==> config.mk <==
export PLATFORM = sky130hd
export DESIGN_NAME = gpu_ins_exec
export DESIGN_NICKNAME = d
export VERILOG_FILES = /design/src/hdl/gpu_exec_pkg.sv /design/src/hdl/ins_dec_if.sv /design/src/hdl/exec_seq.sv /design/src/hdl/ins_decode.sv /design/src/hdl/branch_pc.sv /design/src/hdl/reg_addr_gen.sv /design/src/hdl/gpu_ins_exec.sv
export VERILOG_INCLUDE_DIRS = /design/src /design/src/include
export SDC_FILE = /design/constraint.sdc
export NUM_CORES = 1
export LEC_CHECK = 0
export BUFFER_PORTS_ARGS = -buffer_cell sky130_fd_sc_hd__buf_4
export CAP_MARGIN = 0
export CORE_UTILIZATION = 40
export DETAILED_ROUTE_END_ITERATION = 6
export GPL_TIMING_DRIVEN = 1
export PLACE_DENSITY = 0.64
export SETUP_SLACK_MARGIN = 0.4
export SYNTH_ARGS = -nofsm -noshare
export SYNTH_HDL_FRONTEND = slang
export SYNTH_SLANG_ARGS = --single-unit
==> constraint.sdc <==
create_clock -name sys_clk -period 3.7 [get_ports sys_clk]
set_clock_uncertainty 0.1 [all_clocks]
set_input_delay 0 -clock sys_clk [delete_from_list [all_inputs] [get_ports sys_clk]]
set_output_delay 0 -clock sys_clk [all_outputs]
set_load 0.01 [all_outputs]
==> src/include/gpu_exec_consts.svh <==
// Instruction format widths and reset constants, included by every execute-control source file
`ifndef GPU_EXEC_CONSTS_SVH
`define GPU_EXEC_CONSTS_SVH

// Full instruction word as delivered by fetch
`define GPU_INS_W 16

// Opcode field in bits 15..10
`define GPU_OPC_W 6

// Source and destination operand fields
// srcop sits in bits 9..5, dstop in bits 4..0
`define GPU_REG_W 5

// Register address is the bank bit above an operand field
`define GPU_RA_W 6

// MOVEI immediate, two instruction words
`define GPU_IMM_W 32

// Program counter, byte address of 16-bit words
`define GPU_PC_W 24

// Start of local program RAM
`define GPU_PC_RESET 24'hF03000

`endif

==> src/hdl/gpu_exec_pkg.sv <==
// Shared types of the execute control: opcodes, sequencer states and the microcode word
`include "gpu_exec_consts.svh"

package gpu_exec_pkg;

	// Kept opcodes, numbered as in the instruction set
	// Codes not listed here are treated as NOP by decode
	typedef enum logic [`GPU_OPC_W-1:0] {
		ADD   = 6'd0,
		SUB   = 6'd4,
		AND   = 6'd9,
		OR    = 6'd10,
		XOR   = 6'd11,
		MOVEI = 6'd38,
		LOAD  = 6'd41,
		STORE = 6'd47,
		JR    = 6'd53,
		NOP   = 6'd57
	} opcode_e;

	// Instruction sequencer
	typedef enum logic [1:0] {
		// Normal issue, one word per instruction
		SEQ_RUN    = 2'd0,
		// MOVEI seen, next word is immediate bits 15..0
		SEQ_IMM_LO = 2'd1,
		// Next word is immediate bits 31..16
		SEQ_IMM_HI = 2'd2
	} seq_state_e;

	// Microcode word, one per opcode
	// alufunc encoding
	//   000 add, 010 sub, 100 and, 101 or, 110 xor
	// ressel encoding
	//   000 ALU result, 001 immediate, 010 memory data
	typedef struct packed {
		logic [2:0] alufunc;
		logic [2:0] ressel;
		// Load the ALU flags
		logic       flagld;
		// Load the result register
		logic       resld;
		// Write result to the register file
		logic       reswr;
		// Destination register write enable
		logic       dstwen;
		// Memory cycle request
		logic       memrw;
		// Memory cycle is a write
		logic       datwe;
		// Immediate data onto the result bus
		logic       immld;
		// Relative jump
		logic       jumprel;
	} microword_t;

endpackage

==> src/hdl/ins_dec_if.sv <==
// Decoded instruction bundle from the decode register to sequencer, branch unit and register addressing
`timescale 1ns/1ps
`include "gpu_exec_consts.svh"

interface ins_dec_if;

	// Held instruction fields
	gpu_exec_pkg::opcode_e    opcode;
	logic [`GPU_REG_W-1:0]    srcop;
	logic [`GPU_REG_W-1:0]    dstop;
	// Microcode looked up from opcode
	gpu_exec_pkg::microword_t mword;
	// Decode register holds an instruction
	logic                     dec_valid;

	// Decode stage owns every signal
	modport dec (output opcode, srcop, dstop, mword, dec_valid);
	// Sequencer checks the MOVEI it is completing
	modport seq (input opcode, dec_valid);
	// Branch unit uses the condition mask and offset
	modport br (input srcop, dstop, mword);
	// Register address formation
	modport ra (input srcop, dstop);

endinterface

==> src/hdl/exec_seq.sv <==
// Instruction issue FSM, accepts fetch words, steers MOVEI immediates and times the execute pulse
`timescale 1ns/1ps
`include "gpu_exec_consts.svh"

module exec_seq (
	input  logic                  sys_clk,
	input  logic                  resetl,
	input  logic                  go,
	input  logic                  ins_valid,
	input  logic [`GPU_INS_W-1:0] ins_data,
	ins_dec_if.seq                dec,
	output logic                  ins_ack,
	output logic                  exe,
	output logic                  imm_lo_ld,
	output logic                  imm_hi_ld
);

	gpu_exec_pkg::seq_state_e state_q;
	gpu_exec_pkg::seq_state_e state_nxt;
	logic                     word_movei;
	logic                     movei_done;
	logic                     exe_nxt;

	// Word taken whenever running and fetch has one
	assign ins_ack = go & ins_valid;

	// Opcode field of the word on the bus
	assign word_movei = ins_data[`GPU_INS_W-1 -: `GPU_OPC_W] == gpu_exec_pkg::MOVEI;

	// Immediate halves follow the MOVEI word in order
	assign imm_lo_ld = ins_ack & (state_q == gpu_exec_pkg::SEQ_IMM_LO);
	assign imm_hi_ld = ins_ack & (state_q == gpu_exec_pkg::SEQ_IMM_HI);

	// Decode must still hold the MOVEI that opened the sequence
	assign movei_done = imm_hi_ld & dec.dec_valid & (dec.opcode == gpu_exec_pkg::MOVEI);

	always_comb begin
		state_nxt = state_q;
		exe_nxt   = 1'b0;
		case (state_q)
			gpu_exec_pkg::SEQ_RUN: begin
				if (ins_ack) begin
					// MOVEI waits for its data words, anything else executes next cycle
					if (word_movei) begin
						state_nxt = gpu_exec_pkg::SEQ_IMM_LO;
					end else begin
						exe_nxt = 1'b1;
					end
				end
			end
			gpu_exec_pkg::SEQ_IMM_LO: begin
				if (ins_ack) begin
					state_nxt = gpu_exec_pkg::SEQ_IMM_HI;
				end
			end
			gpu_exec_pkg::SEQ_IMM_HI: begin
				// Full immediate present after this edge
				if (ins_ack) begin
					state_nxt = gpu_exec_pkg::SEQ_RUN;
					exe_nxt   = movei_done;
				end
			end
			default: begin
				state_nxt = gpu_exec_pkg::SEQ_RUN;
			end
		endcase
	end

	// exe is the registered execute-pending flag, one cycle per issue
	always_ff @(posedge sys_clk) begin
		if (!resetl) begin
			state_q <= gpu_exec_pkg::SEQ_RUN;
			exe     <= 1'b0;
		end else begin
			state_q <= state_nxt;
			exe     <= exe_nxt;
		end
	end

endmodule

==> src/hdl/ins_decode.sv <==
// Decode register, microcode table and MOVEI immediate assembly, drives the execute strobes
`timescale 1ns/1ps
`include "gpu_exec_consts.svh"

module ins_decode (
	input  logic                  sys_clk,
	input  logic                  resetl,
	input  logic [`GPU_INS_W-1:0] ins_data,
	input  logic                  ins_ack,
	input  logic                  exe,
	input  logic                  imm_lo_ld,
	input  logic                  imm_hi_ld,
	ins_dec_if.dec                dec,
	output logic [2:0]            alufunc,
	output logic [2:0]            ressel,
	output logic                  dstwen,
	output logic                  flagld,
	output logic                  resld,
	output logic                  reswr,
	output logic                  memrw,
	output logic                  datwe,
	output logic                  immld,
	output logic [`GPU_IMM_W-1:0] immdata
);

	gpu_exec_pkg::opcode_e    opc_in;
	gpu_exec_pkg::opcode_e    opc_q;
	gpu_exec_pkg::microword_t mword_q;
	logic [`GPU_REG_W-1:0]    srcop_q;
	logic [`GPU_REG_W-1:0]    dstop_q;
	logic                     valid_q;
	logic                     dec_ld;
	logic [`GPU_INS_W-1:0]    imm_lo_q;
	logic [`GPU_INS_W-1:0]    imm_hi_q;

	// Unknown opcodes fold onto NOP
	function automatic gpu_exec_pkg::opcode_e opc_map(input logic [`GPU_OPC_W-1:0] code);
		case (code)
			gpu_exec_pkg::ADD, gpu_exec_pkg::SUB, gpu_exec_pkg::AND,
			gpu_exec_pkg::OR, gpu_exec_pkg::XOR, gpu_exec_pkg::MOVEI,
			gpu_exec_pkg::LOAD, gpu_exec_pkg::STORE, gpu_exec_pkg::JR:
				opc_map = gpu_exec_pkg::opcode_e'(code);
			default:
				opc_map = gpu_exec_pkg::NOP;
		endcase
	endfunction

	// Microcode table
	function automatic gpu_exec_pkg::microword_t mcode(input gpu_exec_pkg::opcode_e opc);
		gpu_exec_pkg::microword_t mw;
		mw = '0;
		case (opc)
			gpu_exec_pkg::ADD: mw.alufunc = 3'b000;
			gpu_exec_pkg::SUB: mw.alufunc = 3'b010;
			gpu_exec_pkg::AND: mw.alufunc = 3'b100;
			gpu_exec_pkg::OR:  mw.alufunc = 3'b101;
			gpu_exec_pkg::XOR: mw.alufunc = 3'b110;
			gpu_exec_pkg::MOVEI: begin
				mw.ressel = 3'b001;
				mw.immld  = 1'b1;
			end
			gpu_exec_pkg::LOAD: begin
				mw.ressel = 3'b010;
				mw.memrw  = 1'b1;
			end
			gpu_exec_pkg::STORE: begin
				mw.memrw = 1'b1;
				mw.datwe = 1'b1;
			end
			gpu_exec_pkg::JR: mw.jumprel = 1'b1;
			default: mw = '0;
		endcase
		// ALU ops and MOVEI write a result register
		if (opc inside {gpu_exec_pkg::ADD, gpu_exec_pkg::SUB, gpu_exec_pkg::AND,
				gpu_exec_pkg::OR, gpu_exec_pkg::XOR}) begin
			mw.flagld = 1'b1;
		end
		if (opc inside {gpu_exec_pkg::ADD, gpu_exec_pkg::SUB, gpu_exec_pkg::AND,
				gpu_exec_pkg::OR, gpu_exec_pkg::XOR, gpu_exec_pkg::MOVEI}) begin
			mw.resld  = 1'b1;
			mw.reswr  = 1'b1;
			mw.dstwen = 1'b1;
		end
		return mw;
	endfunction

	assign opc_in = opc_map(ins_data[`GPU_INS_W-1 -: `GPU_OPC_W]);

	// Immediate words do not disturb the held MOVEI
	assign dec_ld = ins_ack & ~imm_lo_ld & ~imm_hi_ld;

	always_ff @(posedge sys_clk) begin
		if (!resetl) begin
			opc_q   <= gpu_exec_pkg::NOP;
			mword_q <= '0;
			srcop_q <= '0;
			dstop_q <= '0;
			valid_q <= 1'b0;
		end else if (dec_ld) begin
			opc_q   <= opc_in;
			mword_q <= mcode(opc_in);
			srcop_q <= ins_data[2*`GPU_REG_W-1:`GPU_REG_W];
			dstop_q <= ins_data[`GPU_REG_W-1:0];
			valid_q <= 1'b1;
		end
	end

	// Immediate halves, held until the next MOVEI
	always_ff @(posedge sys_clk) begin
		if (imm_lo_ld) begin
			imm_lo_q <= ins_data;
		end
		if (imm_hi_ld) begin
			imm_hi_q <= ins_data;
		end
	end

	assign dec.opcode    = opc_q;
	assign dec.srcop     = srcop_q;
	assign dec.dstop     = dstop_q;
	assign dec.mword     = mword_q;
	assign dec.dec_valid = valid_q;

	// Function selects are static, strobes only in the exe cycle
	assign alufunc = mword_q.alufunc;
	assign ressel  = mword_q.ressel;
	assign dstwen  = exe & mword_q.dstwen;
	assign flagld  = exe & mword_q.flagld;
	assign resld   = exe & mword_q.resld;
	assign reswr   = exe & mword_q.reswr;
	assign memrw   = exe & mword_q.memrw;
	assign datwe   = exe & mword_q.datwe;
	assign immld   = exe & mword_q.immld;
	assign immdata = {imm_hi_q, imm_lo_q};

endmodule

==> src/hdl/branch_pc.sv <==
// Program counter with conditional relative jumps, one delay slot after JR
`timescale 1ns/1ps
`include "gpu_exec_consts.svh"

module branch_pc (
	input  logic                 sys_clk,
	input  logic                 resetl,
	input  logic                 ins_ack,
	input  logic                 exe,
	input  logic                 zero_flag,
	input  logic                 carry_flag,
	input  logic                 nega_flag,
	ins_dec_if.br                br,
	output logic [`GPU_PC_W-1:0] prog_count,
	output logic                 jump_taken
);

	logic [`GPU_PC_W-1:0] dec_pc_q;
	logic [`GPU_PC_W-1:0] jr_off;
	logic [`GPU_PC_W-1:0] jr_target;
	logic                 other_flag;
	logic                 cond_ok;

	// dstop bit 4 picks negative or carry as the second flag
	assign other_flag = br.dstop[4] ? nega_flag : carry_flag;

	// Every set mask bit must be met, empty mask always jumps
	assign cond_ok = ~(br.dstop[0] & ~zero_flag) &
		~(br.dstop[1] & zero_flag) &
		~(br.dstop[2] & ~other_flag) &
		~(br.dstop[3] & other_flag);

	assign jump_taken = exe & br.mword.jumprel & cond_ok;

	// srcop is a signed word offset from the delay slot
	assign jr_off    = {{(`GPU_PC_W-`GPU_REG_W-1){br.srcop[`GPU_REG_W-1]}}, br.srcop, 1'b0};
	assign jr_target = dec_pc_q + `GPU_PC_W'(2) + jr_off;

	// Jump wins over the increment of the delay slot accept
	always_ff @(posedge sys_clk) begin
		if (!resetl) begin
			prog_count <= `GPU_PC_RESET;
		end else if (jump_taken) begin
			prog_count <= jr_target;
		end else if (ins_ack) begin
			prog_count <= prog_count + `GPU_PC_W'(2);
		end
	end

	// Address of the word now in decode
	always_ff @(posedge sys_clk) begin
		if (ins_ack) begin
			dec_pc_q <= prog_count;
		end
	end

endmodule

==> src/hdl/reg_addr_gen.sv <==
// Register bank flag and 6-bit source and destination register address formation
`timescale 1ns/1ps
`include "gpu_exec_consts.svh"

module reg_addr_gen (
	input  logic                 sys_clk,
	input  logic                 resetl,
	input  logic                 flagwr,
	input  logic                 flag_page,
	ins_dec_if.ra                ra,
	output logic [`GPU_RA_W-1:0] dstat,
	output logic [`GPU_RA_W-1:0] srcat
);

	logic bank_q;

	// Bank bit written along with the flags register
	always_ff @(posedge sys_clk) begin
		if (!resetl) begin
			bank_q <= 1'b0;
		end else if (flagwr) begin
			bank_q <= flag_page;
		end
	end

	// Bank 1 is the upper 32 registers
	// Both operands share the same bank
	assign dstat = {bank_q, ra.dstop};
	assign srcat = {bank_q, ra.srcop};

endmodule

==> src/hdl/gpu_ins_exec.sv <==
// Top level of the instruction execute control, wires sequencer, decode, branch and addressing
`timescale 1ns/1ps
`include "gpu_exec_consts.svh"

module gpu_ins_exec (
	input  logic                  sys_clk,
	input  logic                  resetl,
	input  logic                  go,
	input  logic                  ins_valid,
	input  logic [`GPU_INS_W-1:0] ins_data,
	input  logic                  zero_flag,
	input  logic                  carry_flag,
	input  logic                  nega_flag,
	input  logic                  flagwr,
	input  logic                  flag_page,
	output logic                  ins_ack,
	output logic                  exe,
	output logic [2:0]            alufunc,
	output logic [2:0]            ressel,
	output logic                  dstwen,
	output logic                  flagld,
	output logic                  resld,
	output logic                  reswr,
	output logic                  memrw,
	output logic                  datwe,
	output logic                  immld,
	output logic [`GPU_IMM_W-1:0] immdata,
	output logic [`GPU_RA_W-1:0]  dstat,
	output logic [`GPU_RA_W-1:0]  srcat,
	output logic                  jump_taken,
	output logic [`GPU_PC_W-1:0]  prog_count
);

	// Immediate half capture from sequencer into decode
	logic imm_lo_ld;
	logic imm_hi_ld;

	// Decoded instruction bundle
	ins_dec_if u_dec_if ();

	// Issue FSM
	exec_seq u_exec_seq (
		.sys_clk   (sys_clk),
		.resetl    (resetl),
		.go        (go),
		.ins_valid (ins_valid),
		.ins_data  (ins_data),
		.dec       (u_dec_if.seq),
		.ins_ack   (ins_ack),
		.exe       (exe),
		.imm_lo_ld (imm_lo_ld),
		.imm_hi_ld (imm_hi_ld)
	);

	// Decode register and strobes
	ins_decode u_ins_decode (
		.sys_clk   (sys_clk),
		.resetl    (resetl),
		.ins_data  (ins_data),
		.ins_ack   (ins_ack),
		.exe       (exe),
		.imm_lo_ld (imm_lo_ld),
		.imm_hi_ld (imm_hi_ld),
		.dec       (u_dec_if.dec),
		.alufunc   (alufunc),
		.ressel    (ressel),
		.dstwen    (dstwen),
		.flagld    (flagld),
		.resld     (resld),
		.reswr     (reswr),
		.memrw     (memrw),
		.datwe     (datwe),
		.immld     (immld),
		.immdata   (immdata)
	);

	// Program counter and JR
	branch_pc u_branch_pc (
		.sys_clk    (sys_clk),
		.resetl     (resetl),
		.ins_ack    (ins_ack),
		.exe        (exe),
		.zero_flag  (zero_flag),
		.carry_flag (carry_flag),
		.nega_flag  (nega_flag),
		.br         (u_dec_if.br),
		.prog_count (prog_count),
		.jump_taken (jump_taken)
	);

	// Register bank and addresses
	reg_addr_gen u_reg_addr_gen (
		.sys_clk   (sys_clk),
		.resetl    (resetl),
		.flagwr    (flagwr),
		.flag_page (flag_page),
		.ra        (u_dec_if.ra),
		.dstat     (dstat),
		.srcat     (srcat)
	);

endmodule

## Word-level counts from Yosys, hierarchy flattened

Cells that the tools add are included.

- Add/sub/neg operators: 3
- Muxes and demuxes: 21
- Equality and inequality tests: 23
- Reductions and logical operators: 9
- Bitwise operators: 31

Operators by type and width:

| operator | number |
|---|---|
| == test 6 bit (second input constant) | 9 |
| adder 24 x 2 -> 24 bit (second input constant) | 2 |
| 2-to-1 mux 24 bit | 2 |
| == test 6 x 4 -> 1 bit (second input constant) | 6 |
| adder 24 bit | 1 |
| AND 1 bit | 23 |
| == test 6 x 3 -> 1 bit (second input constant) | 2 |
| logical NOT 6 bit | 2 |
| case mux 3 bit (4 select lines) | 1 |
| 2-to-1 mux 1 bit | 9 |
| OR reduction 9 bit | 1 |
| 2-to-1 mux 2 bit | 4 |
| inequality test 2 x 1 -> 1 bit (second input constant) | 4 |
| inverter 1 bit | 8 |
| 2-to-1 mux 6 bit | 1 |
| case mux 2 bit (3 select lines) | 1 |
| nonzero test 6 bit | 1 |
| nonzero test 5 bit | 1 |
| case mux 2 bit (2 select lines) | 1 |
| AND reduction 4 bit | 1 |
| 2-to-1 mux 3 bit | 1 |
| == test 2 x 1 -> 1 bit (second input constant) | 1 |
| == test 2 bit (second input constant) | 1 |
| logical NOT 2 bit | 1 |
| other kinds (3) | 3 |

- Word-level logic and storage cells: 108
- Register bits: 115

## Logic depth before layout (Yosys ltp)

- Depth in word-level cells: 8
- Mapped depth: 12

## Hierarchy

From an unflattened synthesis, not the netlist that was laid out.

- Cells, all modules: 587
- Area, all modules: 6088.3 µm²

By module, submodules not included:

| module | area each (µm²) | sequential area each (µm²) | cells an instance | times used |
|---|---|---|---|---|
| branch_pc | 3470.8 | 1201.2 | 369 | 1 |
| ins_decode | 2306.0 | 1501.4 | 184 | 1 |
| exec_seq | 185.2 | 60.1 | 19 | 1 |
| reg_addr_gen | 126.4 | 20.0 | 15 | 1 |

## Worst setup path before layout

OpenSTA, ideal clock, no wires.

- Path type: register to register
- Start point: register u_ins_decode.srcop_q[4] (netlist: u_ins_decode.dec.srcop[4])
- End point: register u_branch_pc.prog_count[20]
- Path slack: 0.722 ns
- Library setup time: 0.121 ns
- Stages on the path, launching flop included: 10
- Buffers on the path: 0
- Data arrival time: 2.758 ns
- Cell sequence: dfxtp_1 ha_1 ha_1 a21o_1 a221oi_2 o22ai_2 o311ai_1 nor3b_2 xor2_1 a21oi_1

- Cells in the longest elaborated chain, start to end: 2

RTL lines:

| item | line | text |
|---|---|---|
| from (decl) | ins_decode.sv:29 | `` logic [`GPU_REG_W-1:0] srcop_q; `` |
| from (signal assigned) | ins_decode.sv:102 | `` srcop_q <= ins_data[2*`GPU_REG_W-1:`GPU_REG_W]; `` |
| adder 24 bit | branch_pc.sv:37 | `` assign jr_target = dec_pc_q + `GPU_PC_W'(2) + jr_off; `` |
| 2-to-1 mux 24 bit | branch_pc.sv:43 | `end else if (jump_taken) begin` |
| to (signal assigned) | branch_pc.sv:42 | `` prog_count <= `GPU_PC_RESET; `` |
| to (signal assigned) | branch_pc.sv:44 | `prog_count <= jr_target;` |
| to (signal assigned) | branch_pc.sv:46 | `` prog_count <= prog_count + `GPU_PC_W'(2); `` |
| to (decl) | branch_pc.sv:14 | `` output logic [`GPU_PC_W-1:0] prog_count, `` |

No other way between the ends.
A chain may end at the register's enable or synchronous reset.

## Worst setup path in the final report

- Start point: register u_branch_pc.dec_pc_q[2]
- End point: register u_branch_pc.prog_count[20]

- Cells in the longest elaborated chain, start to end: 3

RTL lines:

| item | line | text |
|---|---|---|
| from (decl) | branch_pc.sv:18 | `` logic [`GPU_PC_W-1:0] dec_pc_q; `` |
| from (signal assigned) | branch_pc.sv:53 | `dec_pc_q <= prog_count;` |
| adder 24 x 2 -> 24 bit | branch_pc.sv:37 |  |
| adder 24 bit | branch_pc.sv:37 |  |
| 2-to-1 mux 24 bit | branch_pc.sv:43 |  |

No other way between the ends.

==> flow_results.org <==
** Worst setup path
- Logic depth of the worst path, buffers included :: 10
- Data on the critical path arrives at its endpoint at 3.24 ns.
- Endpoint required time on the critical path :: 3.84 ns
- The cell family contributing the most delay on the critical path is compound AO/OA/AOI/OAI gates.
- The most critical setup path has its startpoint at u_branch_pc.dec_pc_q[2]$_DFFE_PP_.
- The critical path goes through ha_1 > ha_1 > fa_1 > a21o_1 > a221oi_2 > o22ai_2 > o311ai_1 > nor3b_2 > xor2_1 > a21oi_1.
- End of the worst register-to-register path :: u_branch_pc.prog_count[20]$_SDFFE_PN1P_
- In this run the worst path has a maximum fanout of 4.
- Crit path kind :: flop to flop
- Critical path buffer and inverter count :: 0
- Path depth of the worst reg2reg path :: 10
- The startpoint identified for the worst register-to-register timing path is u_branch_pc.dec_pc_q[2]$_DFFE_PP_.
- Critical path endpoint category :: flop
- Critical path destination :: u_branch_pc.prog_count[20]$_SDFFE_PN1P_
- The setup check on the worst reg-to-reg path leaves a slack of 0.60 ns.
- CP max-delay cell :: sky130_fd_sc_hd__a221oi_2
- By instance count, the cell type seen most on the critical path is sky130_fd_sc_hd__ha_1.
- Kind of launch point of the worst setup path :: flop
- In this design, the stage delay of the slowest critical-path cell is 0.44 ns.

** Synth
- Number of instances in the synthesized netlist :: 560
- A synthesized cell averages 10.3 um2.
- In the synthesized netlist the async set-or-reset flop fraction comes to 0.
- The synthesized design contains 111 register bits.
- In this run the cell area of the synthesized design comes to 0.00575 mm2.
- Area fraction of the dominant cell type after synthesis :: 0.292
- Primary flip-flop cell chosen by synthesis mapping :: sky130_fd_sc_hd__edfxtp_1
- Ranked by total cell area, the synthesized netlist is headed by sky130_fd_sc_hd__edfxtp_1 (29%), sky130_fd_sc_hd__dfxtp_1 (19%), sky130_fd_sc_hd__ha_1 (9.6%).
- Synthesis instantiated 66 different standard cells from the library.
- Yosys top cell by area :: sky130_fd_sc_hd__edfxtp_1
- Ys Warns :: 0
- Number of enable-type register cells in the synthesized netlist :: 56
- Mapped Nets :: 630
- Post-synthesis sequential area ratio :: 0.484

** Detailed routing
- Total length of routed wires :: 13.8 mm
- In the routed design, unresolved DRC markers number 0.
- The detail route stage leaves a number of antenna-violating nets equal to 0.
- Vias post-DR :: 4532
- The first detailed-routing pass ran for 5 iterations.
- Post-DR wirelength/cell :: 16.1 um
- Mean number of vias per cell :: 5.29
- Violation count after the first detailed-route iteration :: 255

** Power
- In this run the power density over the cells is 364 mW/mm2.
- Max rail drop VDD :: 251 uV
- Static Leakage :: 3.01 nW

** CTS
- Source-to-sink clock delay at the later pin of the worst-skew pair :: 0.36 ns
- Number of buffers on the longest clock path :: 2
- Clock-pin slew was measured on the worst setup and hold paths at 0.07 ns.
- Clock tree synthesis inserted a total of 9 buffers.
- The cell sitting at the root of the clock tree is a sky130_fd_sc_hd__clkbuf_16.
- The clock drives 111 sinks.
- TritonCTS clock tree :: done
- Maximum level of the CTS H-tree :: 3

** Placement
- The placed instances occupy a cell area of 0.00665 mm2.
- Placer Congestion :: 0.866
- Input and output buffers added on the ports amount to 107.
- Detailed placement finished with a half-perimeter wire length of 9.79 mm.
- Prior to clock tree synthesis, the placed netlist has a worst setup slack of 0.677 ns.

** Floorplan
- The floorplan has 43 rows.
- Overall die area :: 0.0149 mm2
- For this design the top-level I/O count stands at 109.
- The floorplan step set the die height to 122 um.
- Starting density of the core :: 0.413
- Core ar. :: 0.0139 mm2
- In this run the horizontal extent of the chip is 122 um.

** Timing
- The final number of max-transition violations was 0.
- Post-layout worst setup margin :: 0.596 ns
- The clock period could shrink to 3.10 ns.
- Of the available clock period, the critical path in the final layout requires 0.839.
- Setup total negative slack :: 0 ns
- Setup violations remaining at the end of the flow were counted as 0.
- Remaining max-slew budget at the tightest pin :: 0.407
- Hold violation total from the final report :: 0
- RSZ-0062 raised after global routing :: no
- Max frequency :: 322 MHz
- Transition at the pin with the smallest max-transition slack :: 0.890 ns

** Worst hold path
- Min-Delay Path Class :: input pin to flop

** Cells and area
- After routing the design area is 0.00718 mm2.
- Util after Layout :: 0.515
- Number of nets in the layout :: 741
- Diodes inserted :: 0
- Proportion of layout cells with a drive suffix above 1 :: 0.212
- The area growth from synthesis to layout is 24.8%.

** GRT
- Overall fraction of global-route tracks in use :: 0.193
- The first global-routing pass estimated 22.2 mm of wire.
- The initial antenna violation count was 0.
- The number of global-route vias before repair is 4430.
- Summed over all layers, the global routing overflow is 0.
- Pin count of the biggest net entering global routing :: 55

** Run
- # Max-Cap Violations :: 0

** Status
- The run finished with clean final reports.
[worst register-to-register path, cell delays in order, from the launching register on]
cell and delay, ns:
sky130_fd_sc_hd__edfxtp_1 0.38, sky130_fd_sc_hd__ha_1 0.28, sky130_fd_sc_hd__ha_1 0.23, sky130_fd_sc_hd__fa_1 0.42, sky130_fd_sc_hd__a21o_1 0.22, sky130_fd_sc_hd__a221oi_2 0.44, sky130_fd_sc_hd__o22ai_2 0.17, sky130_fd_sc_hd__o311ai_1 0.28
sky130_fd_sc_hd__nor3b_2 0.24, sky130_fd_sc_hd__xor2_1 0.16, sky130_fd_sc_hd__a21oi_1 0.08
[kinds of logic (layout without fill, tap and decap cells)]
logic type      after synthesis  in the layout  share of synthesized area
compound gates              118            118                      0.142
xor+xnor                     37             37                     0.0563
fa+ha+maj                    45             45                     0.0992
buf+inv                      45            161                     0.0368
flops                       111            111                      0.484
mux                           4              4                    0.00696
other cells                   1              1                   0.000652
simple gates                199            199                      0.174
[timing repair]
action / in CTS / in global routing
hold buffers: 21 / 0
hold endpoints to repair: 59 / 0
gates resized for setup: 0 / 0
endpoints found under the setup margin: 0 / 0
buffers inserted: 0 / 0
[metal layers]
metal / vias to the layer above / wire length [um] / GRT usage
met5: - / 0 / 0
met4: 0 / 256 / 0.0772
li1: 2238 / - / -
met2: 111 / 6630 / 0.322
met3: 19 / 687 / 0.0342
met1: 2164 / 6180 / 0.247
[power breakdown]
group	total, W	leakage [nW]	internal, W	switching, W
clock network	0.00102	0.161	0.000560	0.000460
logic	0.000273	1.91	0.000119	0.000155
registers	0.00132	0.946	0.00130	0.0000126
[sequential cells by signal, indices dropped and copies added (netlist names), 2 cells and up]
| register | flops |
|---|---|
| u_ins_decode.dec.srcop | 5 |
| u_ins_decode.dec.opcode | 6 |
| u_branch_pc.dec_pc_q | 24 |
| u_ins_decode.alufunc | 3 |
| u_branch_pc.prog_count | 24 |
| u_exec_seq.state_q | 2 |
| u_ins_decode.dec.mword | 6 |
| u_ins_decode.imm_hi_q | 16 |
| u_ins_decode.dec.dstop | 5 |
| u_ins_decode.imm_lo_q | 16 |
[cells in the final DEF (no fill, tap or decap), drive strengths merged, types with 4 or more instances in the layout]
| cell type | instances |
|---|---|
| buf | 111 |
| nand2 | 77 |
| edfxtp | 56 |
| dfxtp | 55 |
| ha | 44 |
| a21oi | 37 |
| nor2 | 30 |
| xnor2 | 23 |
| dlygate4sd3 | 21 |
| o21ai | 21 |
| nand4 | 19 |
| a21boi | 16 |
| inv | 15 |
| and3 | 14 |
| xor2 | 14 |
| nand3 | 13 |
| and2 | 13 |
| clkbuf | 12 |
| nor2b | 10 |
| nor3 | 8 |
| o211a | 5 |
| a21o | 5 |
| mux2i | 4 |
| o21a | 4 |
[area by class of cell]
type,instances,area [um2]
flip-flops and latches,111,2780
well taps,180,225
inverters,13,48.8
multi-input cells,404,2760
clock buffers,12,283
clock inverters,4,40.0
fillers,1256,6750
repair buffers,132,1040
[stage by stage]
| step | std cells | total power [W] | hold WS (ns) |
|---|---|---|---|
| after floorplan | 560 | 0.00151 | -0.00113 |
| after global placement | 819 | 0.00159 | 0.0946 |
| after detailed placement | 819 | 0.00160 | 0.0988 |
| after CTS | 856 | 0.00263 | 0.0541 |
| after global routing | 856 | 0.00272 | 0.122 |
| final | 856 | 0.00261 | 0.0673 |
[worst min path at each step]
stage	from	endpoint	slack, ns	depth (start not counted)
after floorplan	ins_data[0]	u_ins_decode.imm_hi_q[0]$_DFFE_PP_	-0.001	0
after global placement	ins_data[5]	u_ins_decode.imm_hi_q[5]$_DFFE_PP_	0.09	1
after detailed placement	ins_data[4]	u_ins_decode.imm_hi_q[4]$_DFFE_PP_	0.1	1
after CTS	go	u_exec_seq.state_q[1]$_SDFFE_PN0P_	0.05	4
after global routing	go	u_exec_seq.state_q[1]$_SDFFE_PN0P_	0.12	4
final	go	u_exec_seq.state_q[1]$_SDFFE_PN0P_	0.07	4
[Yosys cell counts (all sizes together), types with 3 or more instances]
cell    instances
clkbuf         19
nand4          19
o21ai          21
edfxtp         56
a31oi           3
xnor2          23
nand3          13
nand2          77
xor2           14
o211a           5
nor2b          10
a21oi          37
a21boi         16
dfxtp          55
mux2i           4
and2           13
ha             44
and3           14
buf            13
o21a            4
or3             3
o22ai           3
a22o            3
a21o            5
inv            12
nor3            8
nor2           30
nand4b          3
(Power assumes the default switching activity.)
